===== src/design/fetch_pkg.sv =====
// assumes a 64-bit byte address space and 64-bit memory words that each hold two instructions
package fetch_pkg;

	//////////////////////////////////////////////////
	// datapath widths
	//////////////////////////////////////////////////

	localparam int addr_width = 64;                  // pc and memory address
	localparam int inst_width = 32;                  // one instruction
	localparam int word_width = 2 * inst_width;      // one memory word, two instructions

	//////////////////////////////////////////////////
	// time slicing
	//////////////////////////////////////////////////

	// cycles a thread keeps the fetch port in two-thread mode
	localparam int slice_cycles = 4;

	// a single-cycle slice still needs one counter bit
	localparam int slice_count_width = (slice_cycles > 1) ? $clog2(slice_cycles) : 1;

	//////////////////////////////////////////////////
	// start addresses
	//////////////////////////////////////////////////

	localparam logic [addr_width-1:0] thread1_reset_pc = addr_width'('h0);
	localparam logic [addr_width-1:0] thread2_reset_pc = addr_width'('h1000);

	//////////////////////////////////////////////////
	// ownership of the fetch port
	//////////////////////////////////////////////////

	typedef enum logic [1:0]
	{
		program_start,   // one idle cycle out of reset
		thread1_is_ex,   // thread 1 fetches
		thread2_is_ex    // thread 2 fetches
	} thread_state;

endpackage

===== src/design/fetch_unit.sv =====
// memory valid and all stalls are plain levels sampled each cycle; there is no request handshake
`timescale 1ns/1ps

module fetch_unit
(
	input  logic                             clock,
	input  logic                             reset,
	input  logic                             is_two_threads,
	input  logic [fetch_pkg::word_width-1:0] imem2proc_data,
	input  logic                             imem2proc_valid,
	input  logic                             rs_stall,
	input  logic                             rat_stall,
	input  logic                             rob1_stall,
	input  logic                             rob2_stall,
	input  logic                             thread1_structure_hazard_stall,
	input  logic                             thread2_structure_hazard_stall,
	input  logic                             thread1_branch_taken,
	input  logic                             thread2_branch_taken,
	input  logic [fetch_pkg::addr_width-1:0] thread1_target_pc,
	input  logic [fetch_pkg::addr_width-1:0] thread2_target_pc,
	output logic [fetch_pkg::addr_width-1:0] proc2imem_addr,
	output logic [fetch_pkg::inst_width-1:0] inst1_out,
	output logic [fetch_pkg::inst_width-1:0] inst2_out,
	output logic                             inst1_valid,
	output logic                             inst2_valid,
	output logic                             inst_thread,
	output logic [fetch_pkg::addr_width-1:0] next_pc_out,
	output logic                             thread1_active
);

	import fetch_pkg::*;

	thread_state           owner_state;
	logic                  pc_enable1;
	logic                  pc_enable2;
	logic                  slice_restart;
	logic                  slice_done;
	logic [addr_width-1:0] pc1;
	logic [addr_width-1:0] pc2;
	logic [addr_width-1:0] advance_pc1;
	logic [addr_width-1:0] advance_pc2;
	logic                  fire1;
	logic                  fire2;

	//////////////////////////////////////////////////
	// port ownership
	//////////////////////////////////////////////////

	thread_select_fsm thread_select_fsm_i
	(
		.clock          (clock),
		.reset          (reset),
		.is_two_threads (is_two_threads),
		.slice_done     (slice_done),
		.owner_state    (owner_state),
		.pc_enable1     (pc_enable1),
		.pc_enable2     (pc_enable2),
		.slice_restart  (slice_restart),
		.thread1_active (thread1_active)
	);

	slice_timer slice_timer_i
	(
		.clock      (clock),
		.reset      (reset),
		.restart    (slice_restart),
		.slice_done (slice_done)
	);

	//////////////////////////////////////////////////
	// program counters
	//////////////////////////////////////////////////

	thread_pc thread_pc1_i
	(
		.clock                  (clock),
		.reset                  (reset),
		.reset_pc               (thread1_reset_pc),
		.pc_enable              (pc_enable1),
		.imem2proc_valid        (imem2proc_valid),
		.rs_stall               (rs_stall),   // shared with thread 2
		.rat_stall              (rat_stall),
		.rob_stall              (rob1_stall),
		.structure_hazard_stall (thread1_structure_hazard_stall),
		.branch_taken           (thread1_branch_taken),
		.target_pc              (thread1_target_pc),
		.pc                     (pc1),
		.advance_pc             (advance_pc1),
		.fire                   (fire1)
	);

	thread_pc thread_pc2_i
	(
		.clock                  (clock),
		.reset                  (reset),
		.reset_pc               (thread2_reset_pc),
		.pc_enable              (pc_enable2),
		.imem2proc_valid        (imem2proc_valid),
		.rs_stall               (rs_stall),
		.rat_stall              (rat_stall),
		.rob_stall              (rob2_stall),
		.structure_hazard_stall (thread2_structure_hazard_stall),
		.branch_taken           (thread2_branch_taken),
		.target_pc              (thread2_target_pc),
		.pc                     (pc2),
		.advance_pc             (advance_pc2),
		.fire                   (fire2)
	);

	//////////////////////////////////////////////////
	// address and fetch output
	//////////////////////////////////////////////////

	fetch_bundle fetch_bundle_i
	(
		.clock          (clock),
		.reset          (reset),
		.owner_state    (owner_state),
		.pc1            (pc1),
		.pc2            (pc2),
		.advance_pc1    (advance_pc1),
		.advance_pc2    (advance_pc2),
		.fire1          (fire1),
		.fire2          (fire2),
		.imem2proc_data (imem2proc_data),
		.proc2imem_addr (proc2imem_addr),
		.inst1_out      (inst1_out),
		.inst2_out      (inst2_out),
		.inst1_valid    (inst1_valid),
		.inst2_valid    (inst2_valid),
		.inst_thread    (inst_thread),
		.next_pc_out    (next_pc_out)
	);

endmodule


===== src/design/fetch_bundle.sv =====
// the two fire inputs are never high together; outputs read as zero in cycles without a fetch
`timescale 1ns/1ps

module fetch_bundle
(
	input  logic                             clock,
	input  logic                             reset,
	input  fetch_pkg::thread_state           owner_state,
	input  logic [fetch_pkg::addr_width-1:0] pc1,
	input  logic [fetch_pkg::addr_width-1:0] pc2,
	input  logic [fetch_pkg::addr_width-1:0] advance_pc1,
	input  logic [fetch_pkg::addr_width-1:0] advance_pc2,
	input  logic                             fire1,
	input  logic                             fire2,
	input  logic [fetch_pkg::word_width-1:0] imem2proc_data,
	output logic [fetch_pkg::addr_width-1:0] proc2imem_addr,
	output logic [fetch_pkg::inst_width-1:0] inst1_out,
	output logic [fetch_pkg::inst_width-1:0] inst2_out,
	output logic                             inst1_valid,
	output logic                             inst2_valid,
	output logic                             inst_thread,
	output logic [fetch_pkg::addr_width-1:0] next_pc_out
);

	import fetch_pkg::*;

	logic [addr_width-1:0] owner_pc;
	logic [addr_width-1:0] fire_pc;
	logic [addr_width-1:0] fire_advance;
	logic                  any_fire;
	logic [inst_width-1:0] lower_inst;
	logic [inst_width-1:0] upper_inst;
	logic [inst_width-1:0] slot1_inst;
	logic [inst_width-1:0] slot2_inst;
	logic                  slot2_used;

	//////////////////////////////////////////////////
	// memory address
	//////////////////////////////////////////////////

	// program_start shows thread 1's address, nobody fetches then anyway
	assign owner_pc       = (owner_state == thread2_is_ex) ? pc2 : pc1;
	assign proc2imem_addr = {owner_pc[addr_width-1:3], 3'b000};   // word aligned

	//////////////////////////////////////////////////
	// instruction split
	//////////////////////////////////////////////////

	assign any_fire     = fire1 | fire2;
	assign fire_pc      = fire2 ? pc2 : pc1;
	assign fire_advance = fire2 ? advance_pc2 : advance_pc1;

	assign lower_inst = imem2proc_data[inst_width-1:0];            // at the aligned address
	assign upper_inst = imem2proc_data[word_width-1:inst_width];   // at aligned + 4

	always_comb
	begin
		if (fire_pc[2])
		begin
			slot1_inst = upper_inst;   // entered mid-word, only the upper half is ours
			slot2_inst = '0;
			slot2_used = 1'b0;
		end
		else
		begin
			slot1_inst = lower_inst;
			slot2_inst = upper_inst;
			slot2_used = 1'b1;
		end
	end

	//////////////////////////////////////////////////
	// output register
	//////////////////////////////////////////////////

	always_ff @(posedge clock)
	begin
		if (reset)
		begin
			inst1_valid <= 1'b0;
			inst2_valid <= 1'b0;
		end
		else
		begin
			inst1_valid <= any_fire;
			inst2_valid <= any_fire & slot2_used;
		end
	end

	// payload goes to zero when nothing was fetched
	always_ff @(posedge clock)
	begin
		inst1_out   <= any_fire ? slot1_inst : '0;
		inst2_out   <= (any_fire && slot2_used) ? slot2_inst : '0;
		inst_thread <= fire2;   // 0 for thread 1, 1 for thread 2
		next_pc_out <= any_fire ? fire_advance : '0;
	end

endmodule


===== src/design/thread_pc.sv =====
// a redirect wins over a fetch in the same cycle; stalls hold the pc but do not block a redirect
`timescale 1ns/1ps

module thread_pc
(
	input  logic                            clock,
	input  logic                            reset,
	input  logic [fetch_pkg::addr_width-1:0] reset_pc,
	input  logic                            pc_enable,
	input  logic                            imem2proc_valid,
	input  logic                            rs_stall,
	input  logic                            rat_stall,
	input  logic                            rob_stall,
	input  logic                            structure_hazard_stall,
	input  logic                            branch_taken,
	input  logic [fetch_pkg::addr_width-1:0] target_pc,
	output logic [fetch_pkg::addr_width-1:0] pc,
	output logic [fetch_pkg::addr_width-1:0] advance_pc,
	output logic                            fire
);

	import fetch_pkg::*;

	logic any_stall;
	logic upper_half;   // pc points at the second instruction of a word

	//////////////////////////////////////////////////
	// fetch acceptance
	//////////////////////////////////////////////////

	// any back-end structure that is full holds this thread
	assign any_stall = rs_stall | rat_stall | rob_stall | structure_hazard_stall;

	assign fire = pc_enable & imem2proc_valid & ~any_stall & ~branch_taken;

	//////////////////////////////////////////////////
	// sequential next pc
	//////////////////////////////////////////////////

	assign upper_half = pc[2];

	always_comb
	begin
		if (upper_half)
		begin
			advance_pc = pc + addr_width'(4);   // one instruction left in this word
		end
		else
		begin
			advance_pc = pc + addr_width'(8);   // both halves consumed
		end
	end

	//////////////////////////////////////////////////
	// pc register
	//////////////////////////////////////////////////

	always_ff @(posedge clock)
	begin
		if (reset)
		begin
			pc <= reset_pc;
		end
		else if (branch_taken)
		begin
			pc <= target_pc;   // redirect from the branch unit
		end
		else if (fire)
		begin
			pc <= advance_pc;
		end
	end

endmodule


===== src/design/slice_timer.sv =====
// keeps counting in single-thread mode and reloads itself after each slice_done
`timescale 1ns/1ps

module slice_timer
(
	input  logic clock,
	input  logic reset,
	input  logic restart,
	output logic slice_done
);

	import fetch_pkg::*;

	logic [slice_count_width-1:0] count;   // cycles left in the slice, minus one

	// last cycle of the slice
	assign slice_done = (count == '0);

	always_ff @(posedge clock)
	begin
		if (reset || restart || slice_done)
		begin
			count <= slice_count_width'(slice_cycles - 1);
		end
		else
		begin
			count <= count - 1'b1;
		end
	end

endmodule


===== src/design/thread_select_fsm.sv =====
// single-thread mode always hands the port to thread 1; slice_done is ignored there
`timescale 1ns/1ps

module thread_select_fsm
(
	input  logic                   clock,
	input  logic                   reset,
	input  logic                   is_two_threads,
	input  logic                   slice_done,
	output fetch_pkg::thread_state owner_state,
	output logic                   pc_enable1,
	output logic                   pc_enable2,
	output logic                   slice_restart,
	output logic                   thread1_active
);

	import fetch_pkg::*;

	thread_state state;
	thread_state next_state;

	//////////////////////////////////////////////////
	// state register
	//////////////////////////////////////////////////

	always_ff @(posedge clock)
	begin
		if (reset)
		begin
			state <= program_start;
		end
		else
		begin
			state <= next_state;
		end
	end

	//////////////////////////////////////////////////
	// next state
	//////////////////////////////////////////////////

	always_comb
	begin
		next_state = state;
		case (state)
			program_start:
			begin
				next_state = thread1_is_ex;   // thread 1 always goes first
			end
			thread1_is_ex:
			begin
				if (is_two_threads && slice_done)
					next_state = thread2_is_ex;
			end
			thread2_is_ex:
			begin
				// dropping to one thread pulls the port back at once
				if (!is_two_threads || slice_done)
					next_state = thread1_is_ex;
			end
			default:
			begin
				next_state = program_start;
			end
		endcase
	end

	// new slice starts whenever ownership moves
	assign slice_restart = (next_state != state);

	//////////////////////////////////////////////////
	// decoded outputs
	//////////////////////////////////////////////////

	assign owner_state    = state;
	assign pc_enable1     = (state == thread1_is_ex);
	assign pc_enable2     = (state == thread2_is_ex);
	assign thread1_active = (state == thread1_is_ex);   // same as enable 1, kept for the core

endmodule


===== config.mk =====
export PLATFORM = sky130hd
export DESIGN_NAME = fetch_unit
export DESIGN_NICKNAME = d
export VERILOG_FILES = /design/src/design/fetch_pkg.sv /design/src/design/fetch_unit.sv /design/src/design/fetch_bundle.sv /design/src/design/thread_pc.sv /design/src/design/slice_timer.sv /design/src/design/thread_select_fsm.sv
export SDC_FILE = /design/constraint.sdc
export NUM_CORES = 1
export LEC_CHECK = 0
export BUFFER_PORTS_ARGS = -buffer_cell sky130_fd_sc_hd__buf_2
export CAP_MARGIN = 30
export CORE_UTILIZATION = 45
export CTS_BUF_LIST = sky130_fd_sc_hd__clkbuf_4 sky130_fd_sc_hd__clkbuf_8
export CTS_CLUSTER_SIZE = 8
export DETAILED_ROUTE_END_ITERATION = 6
export PLACE_DENSITY = 0.73
export SLEW_MARGIN = 40
export SYNTH_ARGS = -nofsm -noshare
export SYNTH_HDL_FRONTEND = slang
export SYNTH_HIERARCHICAL = 1
export SYNTH_SLANG_ARGS = --single-unit

===== constraint.sdc =====
create_clock -name clock -period 2.76 [get_ports clock]
set_input_delay 0.138 -clock clock [delete_from_list [all_inputs] [get_ports clock]]
set_output_delay 0.138 -clock clock [all_outputs]
set_load 0.01 [all_outputs]

== Yosys cells after proc, flatten, opt, wreduce, memory -nomap -nowiden ==
Cells that the tools add are included.
W data, S select, Z words.
Word-level totals
  output and inout bits: 196
  logic and storage cells: 61
  flip-flop bits (word level): 263
  input bits: 204
Cells by class
  bitwise gates (word level): 18
  add/subtract/negate cells: 5
  reduce and logical (&&, ||, !) cells: 11
  equality and inequality tests: 3
  muxes and demuxes: 14
Operators with widths (number)
  $mux W64: 8
  $add A64 B3 Y64 const B: 2
  $add A64 B4 Y64 const B: 2
  $mux W32: 1
  $and A1 B1 Y1: 7
  $or A1 B1 Y1: 6
  $pmux W2 S3: 1
  $not A1 Y1: 5
  $logic_not A2 Y1: 2
  $mux W2: 2
  $reduce_bool A2 Y1: 2
  $logic_or A1 B1 Y1: 3
  $mux W3: 1
  $eq A2 B1 Y1 const B: 1
  $eq A2 B2 Y1 const B: 1
  $logic_and A1 B1 Y1: 2
  $ne A2 B2 Y1: 1
  $reduce_or A2 Y1: 1
  $sub A2 B1 Y2 const B: 1
  $logic_not A1 Y1: 1
  $mux W1: 1

== Depth between registers and ports, before layout ==
  word-level depth: 11
  depth in mapped cells: 9

== Cells and area by module ==
Netlist, hierarchy kept.
By module, submodules not included
  thread_pc: area an instance 4658.2 um^2, seq. area each 1921.8 um^2, instances 2, cells each 491
  fetch_bundle: area an instance 5621.6 um^2, seq. area each 2622.5 um^2, instances 1, cells each 573
  thread_select_fsm: area an instance 121.4 um^2, seq. area each 40.0 um^2, instances 1, cells each 14
  slice_timer: area an instance 80.1 um^2, seq. area each 40.0 um^2, instances 1, cells each 7
  fetch_unit: area an instance 7.5 um^2, seq. area each 0.0 um^2, instances 1, cells each 2

== Least setup slack after synthesis ==
No wires, ideal clock.
  path kind: input to register
  start point: in thread2_branch_taken
  end point: reg thread_pc2_i/pc[10] in the netlist's numbering, enable pin
  cell stages on the path: 4
  required time: 2330 ps
  setup time: 430 ps
  path slack: -110 ps
  data arrival time: 2440 ps
  cell sequence: inv_1 > clkbuf_1 > and4_1 > nand2b_1
On the way
  cells in the longest elaborated chain, start to end: 3
Ends and longest elaborated chain
  from (decl): RTL line fetch_unit.sv:18  | input logic thread2_branch_taken,
  $not A1 Y1: RTL line thread_pc.sv:34  | assign fire = pc_enable & imem2proc_valid & ~any_stall & ~branch_taken;
  $and A1 B1 Y1: RTL line thread_pc.sv:34
  named net fire2: RTL line fetch_unit.sv:43  | logic fire2;
  $reduce_bool A2 Y1 (no line)
  to (signal assigned): RTL line thread_pc.sv:62  | pc <= reset_pc;
  to (signal assigned): RTL line thread_pc.sv:66  | pc <= target_pc;
  to (signal assigned): RTL line thread_pc.sv:70  | pc <= advance_pc;
  to (decl): RTL line thread_pc.sv:17  | output logic [fetch_pkg::addr_width-1:0] pc,
The timed path passes the listed nets, and every way through them passes these cells.
A chain may end at the register's enable or synchronous reset.

== Worst setup path in the final report ==
  start point: reg thread_pc2_i/pc[10] in the netlist's numbering
  end point: reg thread_pc2_i/pc[58] in the netlist's numbering, data pin
On the way
  cells in the longest elaborated chain, start to end: 4
Ends and longest elaborated chain
  $add A64 B4 Y64 or $add A64 B3 Y64 (tied branches): RTL line thread_pc.sv:50, thread_pc.sv:46
  $mux W64 *: RTL line thread_pc.sv:44  | if (upper_half)
  named net advance_pc2[58]: RTL line fetch_unit.sv:41  | logic [addr_width-1:0] advance_pc2;
  $mux W64 *: RTL line thread_pc.sv:68  | else if (fire)
  $mux W64 *: RTL line thread_pc.sv:64  | else if (branch_taken)
Mark *: on every way through the listed nets, which the timed path passes. The rest lies on a longest branch. The select of a mux whose other input is x is not followed.

==> impl_metrics.json <==
{
  "combPwrFrac_pct": 16.7,
  "grt_util_met2_pct": 54.0,
  "hold_violations": 0,
  "ir_drop_v": 0.000363,
  "end_kind": "flip-flop",
  "max_freq_mhz": 393,
  "drtPass1Iterations": 7,
  "pin_count": 400,
  "critPathRequiredTime_ns": 3.19,
  "cts_buffer_depth": 3,
  "die_area_um2": 34300,
  "critical_path_class": "reg2reg",
  "wl_per_cell_um": 20.3,
  "worstPathArrival_ns": 2.97,
  "clk_pin_slew_ns": 0.06,
  "detail-route-antenna-nets": 0,
  "cts_setup_buffers": 0,
  "totalWireLength_um": 56000,
  "postSynthCellCount": 1574,
  "gr-total-overflow": 0,
  "swShare_pct": 27.7,
  "drtIter0Drc": 1169,
  "crit_path_max_fanout": 9,
  "clock_skew_ns": 0.0265,
  "hold_ws_ns": 0.0341,
  "r2r_end": "thread_pc2_i/pc[58]",
  "fill_cells": 2602,
  "cts_root_buffer": "clkbuf_8",
  "drv_slew": 0,
  "vias_per_cell": 5.49,
  "maxCapViolations": 0,
  "core_region_area_um2": 32800,
  "antenna_found_initial": 5,
  "via_count": 15200,
  "total_power_uw": 10600,
  "hold_end": "thread_pc1_i/pc[3]",
  "whs_path_depth": 4,
  "io_buffers": 396,
  "reg2reg_slack_ns": 0.22,
  "area_growth_pct": 39.0,
  "start_kind": "flip-flop",
  "power_leakage_uw": 0.00924,
  "syn_area_um2": 15100,
  "reg2reg_depth": 7,
  "die-width_um": 185,
  "grt_max_degree": 81,
  "dpl_worst_slack_ns": 0.253,
  "use_met1_pct": 37.7,
  "p_clk_share_pct": 39.8,
  "grt_use_total_pct": 31.6,
  "fin_crit_ns": 2.54,
  "fin_nets": 2478,
  "grt_use_met3_pct": 6.15,
  "min_path_type": "in2reg",
  "cts_sinks": 263,
  "timing.rr.start": "thread_pc2_i/pc[10]",
  "top_usage_layer": "met2",
  "rsz0062_at_grt": "false",
  "status": "complete, no violations",
  "p_seq_share_pct": 43.4,
  "p_int_uw": 7680,
  "clock_latency_ns": 0.60,
  "initial_core_util_pct": 46.1,
  "h-tree-depth": 2,
  "postLayoutSetupSlackWorst_ns": 0.215,
  "fin_util_pct": 64.1,
  "yosys_warnings": 6,
  "finalCritPeriodShare_pct": 92.2,
  "rows": 66,
  "drcViolationCount": 0,
  "tightest_slew_ns": 0.802,
  "max_slew_margin_pct": 46.4,
  "setup_viol": 0,
  "fin_tns_setup_ns": 0,
  "hpwl_um": 37700,
  "switching_power_uw": 2950,
  "grt_pass1_wl_um": 82700,
  "power_density_nw_per_um2": 506,
  "cts_tree": "done",
  "grt_pass1_vias": 15000,
  "drive_gt1_share_pct": 29.9,
  "numCtsBuffers": 47,
  "min-delay-start": "thread1_target_pc[3]",
  "die_h_um": 185,
  "place.gp.congestion": 0.934,
  "syn_avg_cell_area_um2": 9.60
}
## routing by layer
metal	routed length, µm	vias up
li1	-	7006
met1	22100	7082
met2	26600	910
met3	4810	156
met4	2490	0
met5	0	-
## through the flow
stage	std cells	cell area (µm²)
after CTS	2752	21000
after global placement	2479	18000
after floorplan	1702	15600
final	2758	21000
after detailed placement	2479	18100
after global routing	2757	21000
## registers in the layout, summed over array words and instances, names as in the netlist
| name | cells |
|---|---|
| fetch_bundle_i/inst1_valid | 1 |
| fetch_bundle_i/next_pc_out | 64 |
| slice_timer_i/count | 2 |
| thread_select_fsm_i/owner_state | 2 |
| fetch_bundle_i/inst_thread | 1 |
| fetch_bundle_i/inst2_out | 32 |
| thread_pc2_i/pc | 64 |
| fetch_bundle_i/inst2_valid | 1 |
| fetch_bundle_i/inst1_out | 32 |
| thread_pc1_i/pc | 64 |
## cell type report
class	count	area (µm²)	area share, %
inverter	30	113	0.536
clock buffer	76	952	4.53
timing repair buffer	631	4270	20.3
clock inverter	12	143	0.679
tap	442	553	2.63
multi-input combinational	1298	8430	40.1
antenna	6	15.0	0.0714
sequential	263	6550	31.1
## timing repair
action | CTS | global route
gates resized for setup | 0 | 1
endpoints found under the hold margin | 184 | 0
endpoints found under the setup margin | 0 | 1
hold buffers | 185 | 0
## cells in the final DEF, fill, tap and decap left out, types with 15 or more instances in the layout
cell           instances
dfxtp_1              135
nor4_1                30
inv_1                 25
conb_1               133
a21o_1                20
o22ai_1               50
nand2_1              250
mux2i_1              126
xnor2_1               50
nor2_1                48
dlygate4sd3_1        185
edfxtp_1             128
a22o_1                26
nor3_1                44
xor2_1                56
and3_1                18
o21ai_0              127
a21boi_2              29
clkbuf_4              15
and4_1                16
buf_2                395
nand3_1               40
buf_4                 46
nand4_1               42
mux2_2                63
clkbuf_8              61
## worst max-delay path, cell delays in order, from the launching register on
cell	delay, ns
edfxtp_1	0.43
and4_1	0.35
and4_1	0.33
nand3_1	0.20
buf_4	0.25
nor4_2	0.30
xor2_1	0.31
a2bb2oi_1	0.21
## power by group through the flow
stage	clock, µW	sequential (µW)	combinational (µW)
global route	4460	4650	1900
floorplan	0	4620	952
global placement	0	4680	1490
detailed placement	0	4690	1510
finish	4230	4620	1780
CTS	4280	4610	1730
## how the worst max path moves through the flow
stage                              startpoint             endpoint  slack [ns]  depth (start not counted)
after floorplan           thread_pc1_i/pc[22]  thread_pc1_i/pc[59]        0.49                          7
after global placement    thread_pc1_i/pc[28]  thread_pc1_i/pc[45]        0.29                          7
after detailed placement  thread_pc1_i/pc[28]  thread_pc1_i/pc[45]        0.25                          7
after CTS                 thread_pc1_i/pc[28]  thread_pc1_i/pc[45]        0.23                          7
after global routing      thread_pc2_i/pc[10]  thread_pc2_i/pc[46]        0.08                          7
final                     thread_pc2_i/pc[10]  thread_pc2_i/pc[58]        0.22                          7
Power figures use the tool's default switching activity.
